==> config.mk <==
export PLATFORM = sky130hd
export DESIGN_NAME = lcu_ctrl_top
export DESIGN_NICKNAME = d
export VERILOG_FILES = /design/src/mode_buf_pkg.sv /design/src/lcu_sched_pkg.sv /design/src/lcu_ctrl_top.sv /design/src/mode_pingpong.sv /design/src/mode_ram_1p.sv /design/src/lcu_stage_sched.sv /design/src/lcu_frame_cfg.sv
export SDC_FILE = /design/constraint.sdc
export NUM_CORES = 2
export LEC_CHECK = 0
export ABC_AREA = 1
export BUFFER_PORTS_ARGS = -buffer_cell sky130_fd_sc_hd__clkbuf_2
export CAP_MARGIN = 40
export CORE_MARGIN = 8
export CORE_UTILIZATION = 30
export DETAILED_ROUTE_END_ITERATION = 10
export PLACE_DENSITY = 0.55
export SYNTH_ARGS = -nofsm -noshare
export SYNTH_HDL_FRONTEND = slang
export SYNTH_SLANG_ARGS = --single-unit
==> constraint.sdc <==
create_clock -name clk -period 3.5 [get_ports clk]
set_clock_uncertainty 0.2 [all_clocks]
set_input_delay 0.35 -clock clk [delete_from_list [all_inputs] [get_ports clk]]
set_output_delay 0.35 -clock clk [all_outputs]
set_load 0.01 [all_outputs]
==> src/mode_buf_pkg.sv <==
/*
  Intra mode buffer definitions.
  One bank holds the modes of one LCU. Addresses at or above MODE_DEPTH are
  outside the memory and must not be used.
*/
`default_nettype none

package mode_buf_pkg;

  localparam int MODE_DEPTH = 85;  // 64 + 16 + 4 + 1 partitions
  localparam int MODE_AW    = 7;
  localparam int MODE_DW    = 6;

  // write request from pre_i
  typedef struct packed {
    logic               we;
    logic [MODE_AW-1:0] addr;
    logic [MODE_DW-1:0] data;
  } mode_wr_t;

endpackage

`default_nettype wire

==> src/lcu_sched_pkg.sv <==
/*
  Scheduler definitions: phase encoding, slice type, frame config and engine strobes.
  Frame sizes are LCU totals minus one. The product of the two totals must fit
  in LCU_CNT_WIDTH bits.
*/
`default_nettype none

package lcu_sched_pkg;

  localparam int PIC_X_WIDTH   = 8;
  localparam int PIC_Y_WIDTH   = 8;
  localparam int LCU_CNT_WIDTH = 16;
  localparam int FINAL_STEPS   = 3;  // drain steps at frame end
  localparam int INTER_EXTRA   = 3;  // P encode runs past the last lcu

  typedef enum logic [3:0] {
    IDLE,
    I_S1, I_S2, I_S3, I_S4, I_S5,
    P_S1, P_S2, P_S3, P_S4
  } phase_e;

  typedef enum logic {
    SLICE_I,
    SLICE_P
  } slice_e;

  typedef struct packed {
    logic [PIC_X_WIDTH-1:0] x_total;  // lcu columns - 1
    logic [PIC_Y_WIDTH-1:0] y_total;  // lcu rows - 1
    slice_e                 slice;
  } frame_cfg_t;

  // one bit per engine, for starts and dones alike
  typedef struct packed {
    logic fetch;
    logic pre_i;
    logic enc;
  } engine_strobe_t;

endpackage

`default_nettype wire
==> src/lcu_ctrl_top.sv <==
/*
  LCU stage controller top: frame config, phase scheduler and mode ping-pong.
  All strobes are single-cycle pulses without back-pressure.
  The mode buffer swaps on each enc start pulse.
*/
`timescale 1ns/1ps
`default_nettype none

module lcu_ctrl_top (
  input  logic                             clk,
  input  logic                             rst_n,
  // system
  input  logic                             sys_start_i,
  input  lcu_sched_pkg::frame_cfg_t        sys_cfg_i,
  output logic                             sys_done_o,
  // engines
  output lcu_sched_pkg::engine_strobe_t    eng_start_o,
  input  lcu_sched_pkg::engine_strobe_t    eng_done_i,
  // intra modes
  input  mode_buf_pkg::mode_wr_t           md_wr_i,
  input  logic [mode_buf_pkg::MODE_AW-1:0] md_raddr_i,
  output logic [mode_buf_pkg::MODE_DW-1:0] md_rdata_o
);
  import lcu_sched_pkg::*;

  logic                     cfg_load;
  slice_e                   slice;
  logic [LCU_CNT_WIDTH-1:0] intra_last;
  logic [LCU_CNT_WIDTH-1:0] inter_last;

  lcu_frame_cfg u_frame_cfg (
    .clk          (clk),
    .rst_n        (rst_n),
    .load_i       (cfg_load),
    .cfg_i        (sys_cfg_i),
    .slice_o      (slice),
    .intra_last_o (intra_last),
    .inter_last_o (inter_last)
  );

  lcu_stage_sched u_sched (
    .clk          (clk),
    .rst_n        (rst_n),
    .sys_start_i  (sys_start_i),
    .slice_i      (slice),
    .intra_last_i (intra_last),
    .inter_last_i (inter_last),
    .eng_done_i   (eng_done_i),
    .eng_start_o  (eng_start_o),
    .cfg_load_o   (cfg_load),
    .sys_done_o   (sys_done_o)
  );

  // enc start hands the freshly written bank over to enc
  mode_pingpong u_mode_buf (
    .clk     (clk),
    .rst_n   (rst_n),
    .swap_i  (eng_start_o.enc),
    .wr_i    (md_wr_i),
    .raddr_i (md_raddr_i),
    .rdata_o (md_rdata_o)
  );

endmodule

`default_nettype wire

==> src/mode_pingpong.sv <==
/*
  Two-bank intra mode buffer between pre_i and enc.
  The bank select flips on every enc start. pre_i writes the bank that enc
  is not reading. Read data is picked by the select of the address cycle,
  so a swap between address and data does not switch banks.
*/
`timescale 1ns/1ps
`default_nettype none

module mode_pingpong (
  input  logic                             clk,
  input  logic                             rst_n,
  input  logic                             swap_i,
  input  mode_buf_pkg::mode_wr_t           wr_i,
  input  logic [mode_buf_pkg::MODE_AW-1:0] raddr_i,
  output logic [mode_buf_pkg::MODE_DW-1:0] rdata_o
);
  import mode_buf_pkg::*;

  logic               rd_sel_q;  // bank enc reads from
  logic               rd_sel_d;  // same, aligned with read data
  mode_wr_t           bank_wr    [2];
  logic [MODE_AW-1:0] bank_raddr [2];
  logic [MODE_DW-1:0] bank_rdata [2];

  always_ff @(posedge clk or negedge rst_n) begin
    if (!rst_n) begin
      rd_sel_q <= 1'b0;
      rd_sel_d <= 1'b0;
    end else begin
      rd_sel_d <= rd_sel_q;
      if (swap_i) begin
        rd_sel_q <= ~rd_sel_q;
      end
    end
  end

  // --------------------
  // bank steering
  // --------------------
  for (genvar b = 0; b < 2; b++) begin : g_bank
    always_comb begin
      bank_wr[b]    = wr_i;
      bank_wr[b].we = wr_i.we && (rd_sel_q != 1'(b));  // write side only
      bank_raddr[b] = (rd_sel_q == 1'(b)) ? raddr_i : '0;
    end

    mode_ram_1p u_ram (
      .clk     (clk),
      .wr_i    (bank_wr[b]),
      .raddr_i (bank_raddr[b]),
      .rdata_o (bank_rdata[b])
    );
  end

  assign rdata_o = bank_rdata[rd_sel_d];

endmodule

`default_nettype wire

==> src/mode_ram_1p.sv <==
/*
  Single-port intra mode memory, MODE_DEPTH entries.
  A write takes the port for its cycle; otherwise raddr_i is read.
  Read data appears one cycle after the address and holds until the next read.
*/
`timescale 1ns/1ps
`default_nettype none

module mode_ram_1p (
  input  logic                               clk,
  input  mode_buf_pkg::mode_wr_t             wr_i,
  input  logic [mode_buf_pkg::MODE_AW-1:0]   raddr_i,
  output logic [mode_buf_pkg::MODE_DW-1:0]   rdata_o
);
  import mode_buf_pkg::*;

  logic [MODE_DW-1:0] mem [MODE_DEPTH];
  logic [MODE_DW-1:0] rdata_q;

  always_ff @(posedge clk) begin
    if (wr_i.we) begin
      mem[wr_i.addr] <= wr_i.data;
    end else begin
      rdata_q <= mem[raddr_i];  // port free, read
    end
  end

  assign rdata_o = rdata_q;

endmodule

`default_nettype wire

==> src/lcu_stage_sched.sv <==
/*
  Phase scheduler for fetch, pre_i and enc over one frame.
  Engines answer each start with exactly one done pulse, never before the start.
  A done on an already set flag is absorbed. sys_start_i is only taken in IDLE.
  Start pulses and sys_done_o are registered.
*/
`timescale 1ns/1ps
`default_nettype none

module lcu_stage_sched (
  input  logic                                    clk,
  input  logic                                    rst_n,
  input  logic                                    sys_start_i,
  input  lcu_sched_pkg::slice_e                   slice_i,
  input  logic [lcu_sched_pkg::LCU_CNT_WIDTH-1:0] intra_last_i,
  input  logic [lcu_sched_pkg::LCU_CNT_WIDTH-1:0] inter_last_i,
  input  lcu_sched_pkg::engine_strobe_t           eng_done_i,
  output lcu_sched_pkg::engine_strobe_t           eng_start_o,
  output logic                                    cfg_load_o,
  output logic                                    sys_done_o
);
  import lcu_sched_pkg::*;

  phase_e                   cur_state;
  phase_e                   nxt_state;
  engine_strobe_t           done_flag;
  engine_strobe_t           req_cur;
  engine_strobe_t           start_q;
  logic [LCU_CNT_WIDTH-1:0] step_cnt;
  logic                     frame_start;
  logic                     step_done;
  logic                     last_step;
  logic                     sys_done_q;

  // engines each phase waits on, also the engines it starts
  function automatic engine_strobe_t req_of(phase_e ph);
    engine_strobe_t req;
    case (ph)
      I_S1, I_S5, P_S1, P_S2, P_S4: req = '{fetch: 1'b1, pre_i: 1'b0, enc: 1'b0};
      I_S2:                         req = '{fetch: 1'b1, pre_i: 1'b1, enc: 1'b0};
      I_S3:                         req = '{fetch: 1'b1, pre_i: 1'b1, enc: 1'b1};
      I_S4, P_S3:                   req = '{fetch: 1'b1, pre_i: 1'b0, enc: 1'b1};
      default:                      req = '0;
    endcase
    return req;
  endfunction

  // --------------------
  // step completion
  // --------------------
  assign frame_start = (cur_state == IDLE) && sys_start_i;
  assign req_cur     = req_of(cur_state);
  assign step_done   = (cur_state != IDLE) && ((done_flag & req_cur) == req_cur);

  always_comb begin
    case (cur_state)
      I_S3:       last_step = (step_cnt == intra_last_i);
      P_S3:       last_step = (step_cnt == inter_last_i);
      I_S5, P_S4: last_step = (step_cnt == LCU_CNT_WIDTH'(FINAL_STEPS - 1));
      default:    last_step = 1'b1;  // single step phases
    endcase
  end

  always_comb begin
    nxt_state = cur_state;
    case (cur_state)
      IDLE: if (sys_start_i) nxt_state = (slice_i == SLICE_I) ? I_S1 : P_S1;
      I_S1: if (step_done) nxt_state = I_S2;
      I_S2: if (step_done) nxt_state = I_S3;
      I_S3: if (step_done && last_step) nxt_state = I_S4;
      I_S4: if (step_done) nxt_state = I_S5;
      I_S5: if (step_done && last_step) nxt_state = IDLE;
      P_S1: if (step_done) nxt_state = P_S2;
      P_S2: if (step_done) nxt_state = P_S3;
      P_S3: if (step_done && last_step) nxt_state = P_S4;
      P_S4: if (step_done && last_step) nxt_state = IDLE;
      default: nxt_state = IDLE;
    endcase
  end

  always_ff @(posedge clk or negedge rst_n) begin
    if (!rst_n) begin
      cur_state <= IDLE;
    end else begin
      cur_state <= nxt_state;
    end
  end

  // step counter, restarts with each phase
  always_ff @(posedge clk or negedge rst_n) begin
    if (!rst_n) begin
      step_cnt <= '0;
    end else if (cur_state != nxt_state) begin
      step_cnt <= '0;
    end else if (step_done) begin
      step_cnt <= step_cnt + LCU_CNT_WIDTH'(1);
    end
  end

  // done flags collect one pulse per engine
  always_ff @(posedge clk or negedge rst_n) begin
    if (!rst_n) begin
      done_flag <= '0;
    end else if (step_done) begin
      done_flag <= '0;
    end else begin
      done_flag <= done_flag | eng_done_i;
    end
  end

  // --------------------
  // start pulses and done
  // --------------------
  always_ff @(posedge clk or negedge rst_n) begin
    if (!rst_n) begin
      start_q <= '0;
    end else if (step_done || frame_start) begin
      start_q <= req_of(nxt_state);  // idle gives no starts
    end else begin
      start_q <= '0;
    end
  end

  // follows the next state so done drops together with the first starts
  always_ff @(posedge clk or negedge rst_n) begin
    if (!rst_n) begin
      sys_done_q <= 1'b0;
    end else begin
      sys_done_q <= (nxt_state == IDLE);
    end
  end

  assign eng_start_o = start_q;
  assign cfg_load_o  = frame_start;
  assign sys_done_o  = sys_done_q;

endmodule

`default_nettype wire

==> src/lcu_frame_cfg.sv <==
/*
  Frame configuration holder. Latches slice type and step thresholds on load_i,
  so cfg_i may change freely during the frame.
  Thresholds are valid one cycle after load. slice_o bypasses the register
  in the load cycle so the scheduler can pick the schedule at once.
*/
`timescale 1ns/1ps
`default_nettype none

module lcu_frame_cfg (
  input  logic                                    clk,
  input  logic                                    rst_n,
  input  logic                                    load_i,
  input  lcu_sched_pkg::frame_cfg_t               cfg_i,
  output lcu_sched_pkg::slice_e                   slice_o,
  output logic [lcu_sched_pkg::LCU_CNT_WIDTH-1:0] intra_last_o,
  output logic [lcu_sched_pkg::LCU_CNT_WIDTH-1:0] inter_last_o
);
  import lcu_sched_pkg::*;

  logic [LCU_CNT_WIDTH-1:0] x_lcus;
  logic [LCU_CNT_WIDTH-1:0] y_lcus;
  logic [LCU_CNT_WIDTH-1:0] lcu_total;
  logic [LCU_CNT_WIDTH-1:0] intra_last_q;
  logic [LCU_CNT_WIDTH-1:0] inter_last_q;
  slice_e                   slice_q;

  // frame size product, evaluated only in the load cycle
  assign x_lcus    = LCU_CNT_WIDTH'(cfg_i.x_total) + LCU_CNT_WIDTH'(1);
  assign y_lcus    = LCU_CNT_WIDTH'(cfg_i.y_total) + LCU_CNT_WIDTH'(1);
  assign lcu_total = x_lcus * y_lcus;

  always_ff @(posedge clk or negedge rst_n) begin
    if (!rst_n) begin
      slice_q      <= SLICE_I;
      intra_last_q <= '0;
      inter_last_q <= '0;
    end else if (load_i) begin
      slice_q      <= cfg_i.slice;
      intra_last_q <= lcu_total - LCU_CNT_WIDTH'(1);
      inter_last_q <= lcu_total + LCU_CNT_WIDTH'(INTER_EXTRA - 1);
    end
  end

  assign slice_o      = load_i ? cfg_i.slice : slice_q;  // schedule pick in idle
  assign intra_last_o = intra_last_q;
  assign inter_last_o = inter_last_q;

endmodule

`default_nettype wire

* Word-level counts from Yosys, hierarchy flattened
Memory sizes are Yosys's and may differ from the RTL's. A register that Yosys moved wholly into a read port is not among the register bits.
Cells that the tools add are included.
** Word-level totals
- Flip-flop bits (word level) :: 62
- ROM bits :: 96
- Logic and storage cells :: 82
- Memories :: 4
- Output and inout port bits :: 10
- Input port bits :: 44
- RAM bits :: 1020
** Memory list
- u_mode_buf.g_bank[0].u_ram.mem :: words 85, bits a word 6, rd ports 1, clocked after memory_dff 1, write ports 1, line mode_ram_1p.sv:17 : logic [MODE_DW-1:0] mem [MODE_DEPTH];
- u_mode_buf.g_bank[1].u_ram.mem :: words 85, bits a word 6, rd ports 1, clocked after memory_dff 1, write ports 1, line mode_ram_1p.sv:17
- (name not given) :: words 16, bits a word 3, rd ports 1, clocked after memory_dff 0, write ports 0, line lcu_stage_sched.sv:38 : case (ph)
- (name not given) :: words 16, bits a word 3, rd ports 1, clocked after memory_dff 0, write ports 0, line lcu_stage_sched.sv:38
** Cells by class
- Add/subtract/negate cells :: 5
- Magnitude comparators :: 1
- Mux-type cells :: 26
- Bitwise operators :: 4
- Reductions and logical operators :: 13
- Equal/unequal tests :: 14
- Multipliers :: 1
** Operators with widths (count)
- $mux W4 :: 9
- $pmux W4 S9 :: 1
- $eq A16 B16 Y1 :: 2
- $mux W16 :: 2
- $add A8 B1 Y9 const B :: 2
- $mux W6 :: 3
- $add A16 B1 Y16 const B :: 1
- $add A16 B2 Y16 const B :: 1
- $eq A16 B2 Y1 const B :: 1
- $eq A4 B3 Y1 const B :: 4
- $mul A16 B16 Y16 :: 1
- $sub A16 B1 Y16 const B :: 1
- $mux W7 :: 2
- $mux W3 :: 3
- $eq A4 B2 Y1 const B :: 2
- $eq A4 B4 Y1 const B :: 2
- $logic_not A4 Y1 :: 2
- $logic_and A1 B1 Y1 :: 5
- $mux W1 :: 5
- $eq A4 B1 Y1 const B :: 1
- $ne A4 B4 Y1 :: 1
- $reduce_bool A4 Y1 :: 1
- $and A3 B3 Y3 :: 1
- $eq A3 B3 Y1 :: 1
- other kinds (9) :: 10

* Longest topological paths before layout
An unclocked memory read counts as a cell.
- Depth after elaboration :: 9
- Mapped depth :: 31
- Depth with buffers taken out :: 31

* Hierarchy
From an unflattened synthesis, not the netlist that was laid out.
** Second synthesis, totals
- Cell total of the unflattened synthesis :: 4644
- Area, all modules :: 49528.8 um^2
** Modules (own cells, without submodules)
- mode_ram_1p :: area each 21124.0 um^2, seq. area each 15494.9 um^2, instances 2, cells each 1785
- lcu_frame_cfg :: area each 4742.0 um^2, seq. area each 825.8 um^2, instances 1, cells each 686
- lcu_stage_sched :: area each 2252.2 um^2, seq. area each 675.6 um^2, instances 1, cells each 328
- mode_pingpong :: area each 286.5 um^2, seq. area each 50.0 um^2, instances 1, cells each 60

* Least setup slack after synthesis
No wires, ideal clock.
- Path kind :: input -> register
- Start :: input port sys_cfg_i[9] in the netlist's numbering
- End :: register u_frame_cfg.intra_last_q[15], in the netlist u_frame_cfg.intra_last_o[15]
- Required time :: 3.182 ns
- Arrival time :: 5.241 ns
- Buffers on the path :: 1
- Cell stages on the path :: 29
- Setup time :: 0.118 ns
- Setup slack :: -2.059 ns
- Path through :: buf_2 > nand4_1 > nor2_1 > nand3_1 > nand2_1 > nand2_1 > inv_1 > nand2_1 > fa_1 > inv_1 > fa_1 > inv_1 > fa_1 > fa_1 > inv_1 > ha_1 > inv_1 > o21bai_1 > a31o_2 > xor2_1 > nand3_1 > nor2_1 > inv_1 > nor2_1 > nand2_1 > nor3_1 > nand3_1 > nand3_1 > nand2_1
** Between the ends
- Longest elaborated chain between the ends :: 3
** RTL lines
- from (decl) :: line lcu_ctrl_top.sv:14 : input lcu_sched_pkg::frame_cfg_t sys_cfg_i,
- $add A8 B1 Y9 :: line lcu_frame_cfg.sv:29 : assign x_lcus = LCU_CNT_WIDTH'(cfg_i.x_total) + LCU_CNT_WIDTH'(1);
- $mul A16 B16 Y16 :: line lcu_frame_cfg.sv:31 : assign lcu_total = x_lcus * y_lcus;
- $sub A16 B1 Y16 :: line lcu_frame_cfg.sv:40 : intra_last_q <= lcu_total - LCU_CNT_WIDTH'(1);
- to (signal assigned) :: line lcu_frame_cfg.sv:40
- to (decl) :: line lcu_frame_cfg.sv:24 : logic [LCU_CNT_WIDTH-1:0] intra_last_q;
No other way between the ends.
A chain may end at the register's enable or synchronous reset.

* Worst setup path after layout
- Start :: input port sys_cfg_i[10] in the netlist's numbering
- End :: register u_frame_cfg.intra_last_q[15], in the netlist u_frame_cfg.intra_last_o[15]
Same word-level chain as after synthesis.

==> results by group <==
Outcome
  – Failing checks: setup timing
  – Outcome: complete, but fails checks

Floorplanning
  – IO Pins: 54
  – Die Ht: 417 µm
  – DIE AREA: 174,000 µm²
  – Starting Density: 30.2%
  – Chip Width: 417 µm
  – Core area: 160,000 µm²
  – # rows: 147

Clocking
  – CTS sink cnt: 1,093
  – Clock transition at path regs: 0.06 ns
  – CTS buffer count: 110
  – Root buf cell: clkbuf_16
  – Clock Tree Buf Depth: 3
  – Worst-skew pair later-pin latency: 0.73 ns
  – CTS H-Tree Depth: 3
  – CTS tree: yes

Flow run
  – Max-cap violations: 0

STA
  – Max_slew headroom: 38.7%
  – Setup TNS Final: -18.74 ns
  – RSZ-0062 raised after global routing: true
  – Slew Viols, Final: 0
  – Fmax: 0.210 GHz
  – Post-route minimum period: 4.76 ns
  – Setup Viol. Count Final: 23
  – Tcrit/Tclk final: 136%
  – Worst-margin pin slew: 0.913 ns
  – Final Hold Fails: 0
  – Fin worst setup slack: -1.26 ns

Synthesis
  – Area leader, netlist: edfxtp_1
  – Ys flop type: edfxtp_1
  – Number of flops mapped to enable cells by yosys: 1,032
  – Most common library cells after synthesis: 1,032 x edfxtp_1, 923 x nor2_1, 325 x nand2_1
  – Top post-synthesis cells by area: edfxtp_1 64%, nor2_1 7.2%, o211ai_1 3.2%
  – Mapped Cells: 4,069
  – Synth Warn #: 0
  – XOR/XNOR Fraction of Synth Area: 0.762%
  – Register bit total from synthesis: 1,093
  – Post-synth ARST share: 5.58%
  – Sequential element share of the synthesized area: 67.3%
  – Adder-Cell Fraction of Synth Area: 2.99%
  – Syn nets: 4,199
  – Count leader, synth: edfxtp_1
  – Mux share of post-synthesis cell area: 0.140%
  – Simple-gate share of the synthesized area: 13.8%
  – Post-Syn Area: 48,300 µm²
  – Synth top area share: 64.2%
  – Syn_area_per_cell: 11.9 µm²
  – Largest family of logic cells by synthesized area: simple AND/OR/NAND/NOR gates
  – Compound-cell area share of the yosys netlist: 11.3%
  – Synth unique cells: 46

Placement
  – PortBufs: 53
  – Setup slack after placement: -2.01 ns
  – DP Area: 53,100 µm²
  – HPWL Detailed: 86,500 µm
  – Gpl congestion: 0.831

GRT
  – First-pass GRT wire length: 204,000 µm
  – GR Overflow Total: 0
  – Global Route Usage Sum: 14.9%
  – Largest net degree at the start of global routing: 134
  – Antenna violations before repair: 6
  – Vias in the first global route: 32.5k

Routing
  – Routed WL per cell: 20.3 µm
  – Total Wirelength: 133,000 µm
  – Vias per inst: 5.01
  – Drt pass-1 iters: 5
  – DRT iter0 DRCs: 3,021
  – Antenna-violating nets left: 0
  – Drt drc: 0
  – Total number of vias: 32.8k

Finish
  – Syn-to-layout area delta: 19.1%
  – Design area: 57,600 µm²
  – FF+latch area: 32,500 µm²
  – Final core utilization: 35.9%
  – Fillers: 15.6k
  – Final nets: 4,440
  – Layout cell share with drive strength beyond 1: 18.5%
  – Area taken by multi-input logic gates: 14,700 µm²

Critical path
  – CP max stage cell: fa_1
  – Critical path fanouts, max: 3
  – Worst Path Arrival: 5.16 ns
  – Setup crit end kind: register
  – CP most frequent cell: fa_1
  – Worst path max stage delay: 0.56 ns
  – Critical Path Start Type: input pin
  – Critical Path RT: 3.90 ns
  – Worst Reg2Reg Path Length in Cells: 10
  – Setup CP Type: input pin to register

Power and ir drop
  – Pwr dens: 702 nW/µm²
  – Leak: 0.0195 µW
  – Total power: 40,400 µW
  – Peak VDD IR: 842 µV

Worst hold path
  – Min-delay worst type: input pin to register
  – Hold path cells: 4
## registers in the layout, summed over array words and instances, names as in the netlist
signal / cells
u_mode_buf.g_bank.u_ram.rdata_o: 12
u_sched.cur_state: 4
u_mode_buf.rd_sel_d: 1
u_sched.step_cnt: 16
u_mode_buf.rd_sel_q: 1
u_frame_cfg.intra_last_o: 16
u_mode_buf.g_bank.u_ram.mem: 1020
u_frame_cfg.inter_last_o: 16
u_sched.eng_start_o: 3
u_sched.done_flag: 3
u_sched.sys_done_o: 1
## cell type report
cell class | instances | share of cell area (%)
multi-input cells | 2511 | 25.6
flip-flops and latches | 1093 | 56.5
well taps | 2160 | 4.70
repair buffers | 386 | 5.71
clock buffers | 138 | 5.09
inverters | 208 | 1.44
diodes | 6 | 0.0261
clock inverters | 60 | 0.907
## power breakdown
part,internal (µW),leakage [µW],switching (µW)
clock,6490,0.00168,5000
sequential,14700,0.0101,220
combinational,5350,0.00776,8660
total,26500,0.0195,13900
## cells by family after synthesis
| kind of cell | Yosys count |
|---|---|
| flops | 1093 |
| fa+ha+maj | 86 |
| buf+inv | 465 |
| simple gates | 1580 |
| xor+xnor | 42 |
| mux | 6 |
| compound gates | 797 |
## path summary, 6_finish.rpt
kind | start | end | slack, ns
worst max register to register | u_mode_buf.rd_sel_q | u_mode_buf.g_bank[0].u_ram.rdata_o[0] | 0.27
worst max-delay path | sys_cfg_i[10] | u_frame_cfg.intra_last_o[15] | -1.26
worst min register to register | u_frame_cfg.inter_last_o[0] | u_frame_cfg.inter_last_o[0] | 0.28
min in group asynchronous | rst_n | u_frame_cfg.intra_last_o[3] | 0.56
max in group asynchronous | rst_n | u_sched.cur_state[3] | 1.98
worst min-delay path | md_wr_i[6] | u_mode_buf.g_bank[0].u_ram.mem[46][2] | 0.13
## placed cells by master, fill, tap and decap left out, types with 9 or more instances in the layout
master and instances:
nand2_1 294, o211ai_1 205, inv_1 170, o32ai_1 58, ha_4 9, nand2_4 17, xor2_1 22, dlygate4sd3_1 16
o31ai_1 55, fa_1 48, o21ai_1 17, inv_2 25, clkbuf_1 21, clkinv_1 25, edfxtp_1 1032, nand2_2 24
clkinv_2 18, nand3_1 93, buf_12 23, o22ai_1 15, nor3_1 55, or2_2 105, a31oi_1 18, o221ai_1 33
nand3_2 17, clkbuf_16 112, clkbuf_2 40, dfrtp_1 60, nor2_2 17, nor2_4 16, o311ai_0 98, nand4_1 16
o21ai_0 248, buf_4 265, a21oi_1 27, ha_1 28, nor2_1 908, buf_6 33
## through the flow
stage          hold WS, ns  cells
2_1_floorplan       -0.146   4069
3_3_place_gp         0.270   6302
3_5_place_dp         0.210   6307
4_1_cts             0.0861   6546
5_1_grt              0.145   6561
6_report             0.127   6562
## worst max-delay path, delay by kind of cell
family	cells	cell delay [ns]
fa+ha+maj	6	2.45
simple gates	11	1.39
buf+inv	9	0.60
xor+xnor	1	0.20
compound gates	1	0.16
## timing repair
item / 4_1_cts / 5_1_grt
setup buffers: 26 / 13
pin swaps: 55 / 31
hold buffers: 16 / 0
endpoints found under the setup margin: 23 / 39
resized for setup: 93 / 52
endpoints found under the hold margin: 487 / 0
cloned: 0 / 0
## layer usage
metal / up-vias / GRT usage (%) / routed length (µm)
met3: 196 / 2.39 / 7240
met2: 888 / 24.1 / 62800
met4: 0 / 4.15 / 3260
met5: - / 0 / 0
met1: 16500 / 20.7 / 59900
li1: 15200 / - / -
No activity file was read; power rests on OpenSTA's default activity.
